**src/logic/netShapePkg.sv**
```systemverilog
package netShapePkg;

	// network shape.
	localparam int numFeatures = 15;
	localparam int numHidden = 8;
	localparam int numClasses = 4;

	// signed activations and weights share one width.
	localparam int dataWidth = 8;

	// 15 products of two 8-bit values plus a bias stay inside 20 signed bits.
	localparam int accWidth = 20;

	localparam int classWidth = 2; // index of one of numClasses outputs.

	// saturated activation range is 0 through actMax.
	localparam int actMax = 127;

	// input, sum and activation registers.
	localparam int layerLatency = 3;

endpackage

```
**src/logic/argmaxUnit.sv**
```systemverilog
`timescale 1ns/1ps

module argmaxUnit (
	input logic clk,
	input logic reset,
	input logic signed [netShapePkg::accWidth-1:0] scores [netShapePkg::numClasses],
	input logic inValid,
	output logic [netShapePkg::classWidth-1:0] classIdx,
	output logic outValid
);

	logic [netShapePkg::classWidth-1:0] bestIdx;
	logic signed [netShapePkg::accWidth-1:0] bestScore;

	// linear scan over the classes.
	always_comb
	begin
		bestIdx = '0;
		bestScore = scores[0];
		for (int c = 1; c < netShapePkg::numClasses; c++)
		begin
			if (scores[c] > bestScore) // strict, a tie keeps the lower index.
			begin
				bestIdx = netShapePkg::classWidth'(c);
				bestScore = scores[c];
			end
		end
	end

	always_ff @(posedge clk)
	begin
		if (reset)
		begin
			classIdx <= '0;
			outValid <= 1'b0;
		end
		else
		begin
			classIdx <= bestIdx;
			outValid <= inValid;
		end
	end

	// no class beats the chosen one and an equal score never sits at a lower index.
	for (genvar c = 0; c < netShapePkg::numClasses; c++)
	begin : gCheck
		assert property (@(posedge clk) disable iff (reset)
			inValid |-> (scores[c] < scores[bestIdx]
				|| (scores[c] == scores[bestIdx] && int'(bestIdx) <= c)));
	end

endmodule

```
**config.mk**
```make
export PLATFORM = sky130hd
export DESIGN_NAME = argmaxUnit
export DESIGN_NICKNAME = d
export VERILOG_FILES = /design/src/logic/netShapePkg.sv /design/src/logic/argmaxUnit.sv
export SDC_FILE = /design/constraint.sdc
export NUM_CORES = 1
export LEC_CHECK = 0
export BUFFER_PORTS_ARGS = -buffer_cell sky130_fd_sc_hd__clkbuf_2
export CAP_MARGIN = 30
export CORE_MARGIN = 2
export CORE_UTILIZATION = 41
export DETAILED_ROUTE_END_ITERATION = 12
export GPL_TIMING_DRIVEN = 1
export MAX_ROUTING_LAYER = met4
export PLACE_DENSITY = 0.71
export SYNTH_ARGS = -nofsm -noshare
export SYNTH_HDL_FRONTEND = slang
export SYNTH_SLANG_ARGS = --single-unit
export TNS_END_PERCENT = 10
```
**constraint.sdc**
```tcl
create_clock -name clk -period 6.15 [get_ports clk]
set_input_delay 0 -clock clk [delete_from_list [all_inputs] [get_ports clk]]
set_output_delay 0 -clock clk [all_outputs]
set_load 0.1 [all_outputs]
```
Yosys cells after proc, flatten, opt, wreduce, memory -nomap -nowiden
Cells that the tools add are included.
Widths: inputs -> output; s select.
- order comparisons: 3
- muxes and demuxes: 5
- operator list (operator ; number):
    $gt 20x20->1 ; 3
    $mux 20 ; 2
    $mux 2 ; 2
    $mux 1 ; 1
- flip-flop bits (word level): 3
- output and inout bits: 3
- word-level logic and storage cells: 10

Longest topological paths before layout
- depth in word-level cells: 6
- mapped depth: 26
- mapped depth without buffers: 24

Worst setup path before layout
OpenSTA, ideal clock, no wires.
- kind: input to register
- start point: input port scores[78] (netlist name)
- end point: register classIdx[1] (netlist name)
- library setup time: 0.133 ns
- arrival time: 5.101 ns
- required time: 6.017 ns
- slack: 0.917 ns
- cell stages on the path: 25
- cell sequence: inv_1 > ha_1 > nand4_2 > nor4_4 > a21boi_2 > nor3_1 > a221oi_2 > buf_6 > mux2i_1 > ha_1 > nand4_1 > or4_1 > a21o_1 > and4_1 > o22a_1 > clkbuf_1 > a21o_1 > ha_1 > nand4_1 > nor3_1 > nor3b_1 > nand2_1 > a31o_2 > o311ai_0 > a21oi_1
- cells in the longest elaborated chain, start to end: 6
- elaborated cells on any way between the ends: 7
- those cells by class: order compare: 3; mux: 4
- ends and longest elaborated chain (item ; line ; text):
    start, declared ; argmaxUnit.sv:6 ; input logic signed [netShapePkg::accWidth-1:0] scores [netShapePkg::numClasses],
    $gt 20x20->1 ; argmaxUnit.sv:22 ; if (scores[c] > bestScore)
    $mux 20 * ; argmaxUnit.sv:22 ;
    $gt 20x20->1 ; argmaxUnit.sv:22 ;
    $mux 20 ; argmaxUnit.sv:22 ;
    $gt 20x20->1 ; argmaxUnit.sv:22 ;
    $mux 2 * ; argmaxUnit.sv:22 ;
    end signal, assigned ; argmaxUnit.sv:39 ; classIdx <= bestIdx;
    end, declared ; argmaxUnit.sv:8 ; output logic [netShapePkg::classWidth-1:0] classIdx,
Mark *: on every way between the ends. The rest lies on a longest branch, timed or not.
A chain may end at the register's enable or synchronous reset.

Worst setup path in the final report
- start point: input port scores[77] (netlist name)
- end point: register classIdx[0] (netlist name)
- cells in the longest elaborated chain, start to end: 6
- elaborated cells on any way between the ends: 8
- those cells by class: order compare: 3; mux: 5
- ends and longest elaborated chain (item ; line):
    $gt 20x20->1 ; argmaxUnit.sv:22
    $mux 20 ; argmaxUnit.sv:22
    $gt 20x20->1 ; argmaxUnit.sv:22
    $mux 20 ; argmaxUnit.sv:22
    $gt 20x20->1 ; argmaxUnit.sv:22
    $mux 2 * ; argmaxUnit.sv:22
Marked as above.

==> results_tabular.tex <==
\begin{tabular}{lr}
\hline
Metric & Value \\
\hline
\multicolumn{2}{l}{\textbf{Cells and area}} \\
Filler instances & 460 \\
Layout Area Growth over Synthesis & 28.4\% \\
Share of the core filled with cells in the final layout & between 50\% and 60\% \\
Share of cells above drive strength 1 & 28.8\% \\
Diode count & 0 \\
Post-layout nets & roughly 490 \\
Fin cells & 398 \\
\multicolumn{2}{l}{\textbf{Yosys}} \\
Syn nets & 399 \\
Yosys synthesis warning count & 0 \\
Largest family of logic cells by synthesized area & adder cells \\
Post-synthesis sequential element count & 3 \\
Fraction of synthesized cell area in xor and xnor cells & 0\% \\
Most instantiated library cell after synthesis & sky130\_fd\_sc\_hd\_\_ha\_1 \\
Gate count after technology mapping & 256 \\
Cell type with the highest aggregate area in the netlist & sky130\_fd\_sc\_hd\_\_ha\_1 \\
Main area contributors after synthesis & sky130\_fd\_sc\_hd\_\_ha\_1 (38\%), sky130\_fd\_sc\_hd\_\_a21o\_1 (9.8\%), sky130\_fd\_sc\_hd\_\_mux2i\_1 (9.6\%) \\
Share of flip-flops with an asynchronous set or reset & 0\% \\
Top FF cell, synth & sky130\_fd\_sc\_hd\_\_dfxtp\_1 \\
Number of distinct library cells after synthesis & 35 \\
Most numerous cell types in the synthesized netlist & sky130\_fd\_sc\_hd\_\_ha\_1 (60), sky130\_fd\_sc\_hd\_\_a21o\_1 (26), sky130\_fd\_sc\_hd\_\_inv\_1 (25), sky130\_fd\_sc\_hd\_\_nor2\_1 (24), sky130\_fd\_sc\_hd\_\_a21oi\_1 (21) \\
Cell area after synthesis & 1990 um\^{}2 \\
Post-Syn Area per Cell & 7.78 um\^{}2 \\
Compound-gate portion of the synthesized area & 24.6\% \\
Post-synth EDFFs & 0 \\
Simple-Gate Fraction of Synth Area & between 10\% and 20\% \\
Share of synthesized area occupied by flip-flops and latches & 3.02\% \\
Top cell type's share of synthesized area & 37.7\% \\
Adder and majority cell fraction of the synthesized area & between 30\% and 40\% \\
Multiplexer share of the synthesized area & 10.7\% \\
\multicolumn{2}{l}{\textbf{Timing}} \\
Final worst-path cycle share & 92.7\% \\
Final Max Tran Viols & 0 \\
Max-slew headroom & 63.6\% \\
Pin slew with the least headroom to its limit & 0.548 ns \\
Setup violations, final & 0 \\
Final critical path time including I/O delays and setup & 5.70 ns \\
Post-Route Hold Slack & approximately 0.37 ns \\
Final-report hold violation count & 0 \\
Fin worst setup slack & 0.448 ns \\
RSZ-0062 raised after global routing & false \\
Total negative slack for setup checks & 0 ns \\
Max frequency & 175 MHz \\
\multicolumn{2}{l}{\textbf{Clock tree}} \\
Clock tree from TritonCTS & built \\
Cts bufs inserted & 3 \\
CTS Sinks & 3 \\
Clock-pin transition on the worst setup and hold timing paths & 0.03 ns \\
CTS resizes & 0 \\
Root buffer selected by CTS & sky130\_fd\_sc\_hd\_\_clkbuf\_8 \\
Number of levels in the clock H-tree & 1 \\
Number of buffers between clock root and the deepest sink & 2 \\
\multicolumn{2}{l}{\textbf{Routing}} \\
Total routed wirelength & 5320 um \\
Met1 routed wirelength after detailed routing & between 2000 and 2500 um \\
Via/cell ratio & 5.41 \\
Wire length on met2 & $\sim$2600 um \\
Detailed-route wire length per cell & about 13 um \\
Detailed-route DRC error count & 0 \\
Uppermost metal layer occupied by signal nets & met4 \\
Number of vias after detailed routing & between 2000 and 2500 \\
Initial drt markers & 59 \\
Post-detailed-route count of antenna-violating nets & 0 \\
First-pass iteration count of the detailed router & 4 \\
Routed length on met3 & $\sim$240 um \\
\multicolumn{2}{l}{\textbf{Die}} \\
Cell row count & 25 \\
Effective utilization at floorplan & 42.4\% \\
Standard cell core area & 4690 um\^{}2 \\
I/O pin cnt & 86 \\
Total die area & 5430 um\^{}2 \\
Die Width & 73.7 um \\
Die H & 73.7 um \\
\multicolumn{2}{l}{\textbf{GRT}} \\
Global Route Usage Sum & about a fifth \\
Vias in the first global route & roughly 2100 \\
Antenna violations before repair & 0 \\
Remaining global-route overflow & 0 \\
Maximum number of pins on one net before global-route repair & 42 \\
Global-route wire length before repair & 8730 um \\
\multicolumn{2}{l}{\textbf{Status}} \\
Status & finished clean \\
\multicolumn{2}{l}{\textbf{Setup path}} \\
Delay of the slowest cell on the worst path & approximately 0.53 ns \\
Arrival time worst endpoint & 5.78 ns \\
Critical path class & primary input to flop \\
Number of buffers and inverters on the critical path & 4 \\
First element of the critical path & scores[77] \\
Instance count on the critical path & 26 \\
Crit path capture & classIdx[0]\$\_SDFF\_PP0\_ \\
CP Launch Type & primary input \\
Cell family contributing the most delay on the critical path & simple AND/OR/NAND/NOR gates \\
Worst-path fanout max & 41 \\
Worst setup EP type & flop \\
Required time of the worst setup path & 6.23 ns \\
Crit-path slowest cell & sky130\_fd\_sc\_hd\_\_or4\_1 \\
\multicolumn{2}{l}{\textbf{Hold path}} \\
Hold Path Class & primary input to flop \\
Worst Min Path Start & scores[18] \\
\multicolumn{2}{l}{\textbf{Placed design}} \\
Cell count after placement & 392 \\
Number of port buffers & 85 \\
Half-perimeter wire length after detailed placement & 4810 um \\
Placer's final routability congestion estimate & 0.858 \\
Worst setup slack before clock tree synthesis & between 0.2 and 0.25 ns \\
\multicolumn{2}{l}{\textbf{Run}} \\
Number of maximum-capacitance constraint violations & 0 \\
\multicolumn{2}{l}{\textbf{Power and ir drop}} \\
P per Cell Area & 164 nW/um\^{}2 \\
Maximum vdd ir drop & 62.7 uV \\
Leakage power & 1.56 nW \\
\hline
\end{tabular}
state kept, by name, summed over array words and instances, names as in the netlist:
| signal | flops |
|---|---|
| classIdx | 2 |
| outValid | 1 |
metrics by stage:
stage | area (um^2) | power [mW]
floorplan | 1990 | 0.267
global placement | 2490 | 0.354
detailed placement | 2490 | 0.361
CTS | 2560 | 0.423
global route | 2560 | 0.469
finish | 2560 | 0.419
report_power, final:
| part | switching (mW) | total [mW] | leakage, nW | internal [mW] |
|---|---|---|---|---|
| sequential | 0.00103 | 0.0242 | 0.0252 | 0.0231 |
| clock | 0.0135 | 0.0577 | 0.0228 | 0.0443 |
| combinational | 0.189 | 0.337 | 1.51 | 0.147 |
worst min-delay path, cell delays in order:
cell and delay (ns):
sky130_fd_sc_hd__clkbuf_2 0.08, sky130_fd_sc_hd__ha_1 0.13, sky130_fd_sc_hd__o311ai_0 0.18, sky130_fd_sc_hd__a21oi_1 0.15
kinds of logic after synthesis:
| family | count (synthesis) |
|---|---|
| AOI/OAI and AO/OA | 73 |
| adders and majority gates | 60 |
| buffers and inverters | 31 |
| DFF | 3 |
| muxes | 21 |
| and+or+nand+nor | 68 |
area by class of cell:
type                       instances  area [um^2]  area share, %
clock buffer                       4         45.0           1.76
inverter                          25         93.8           3.67
multi-input combinational        222         1810           70.8
sequential                         3         60.1           2.35
tap                               54         67.6           2.64
timing repair buffer              90          480           18.8
worst min-delay path by stage:
stage / end / slack [ns] / cells past startpoint
2_1_floorplan: classIdx[0]$_SDFF_PP0_ / 0.07 / 1
5_1_grt: classIdx[1]$_SDFF_PP0_ / 0.44 / 4
6_report: classIdx[0]$_SDFF_PP0_ / 0.37 / 4
3_3_place_gp: classIdx[1]$_SDFF_PP0_ / 0.20 / 2
4_1_cts: classIdx[0]$_SDFF_PP0_ / 0.37 / 4
3_5_place_dp: classIdx[1]$_SDFF_PP0_ / 0.20 / 2
metal layers:
metal | up-vias | global-route usage [%]
met2 | 59 | 37.0
met3 | 8 | 1.10
met1 | 951 | 26.1
met5 | - | -
met4 | 0 | 4.85
li1 | 1135 | -
timing repair:
item,in CTS,in global routing
endpoints found under the setup margin,0,0
hold buffers,2,0
buffers inserted,0,0
hold endpoints to repair,3,0
placed cells by master (no fill, tap or decap), drive strengths merged, types with 2 or more instances in the layout:
cell and n:
buf 3, nand2 14, o21ai 10, dfxtp 3, inv 25, dlygate4sd3 2, ha 60, mux2i 19
a21oi 21, a211oi 5, clkbuf 89, nand4 12, mux2 2, a21o 26, nand3 6, nor2 24
nor3 3, nor2b 4, nor4 2
Note: power is estimated with default switching activity, not from simulation.
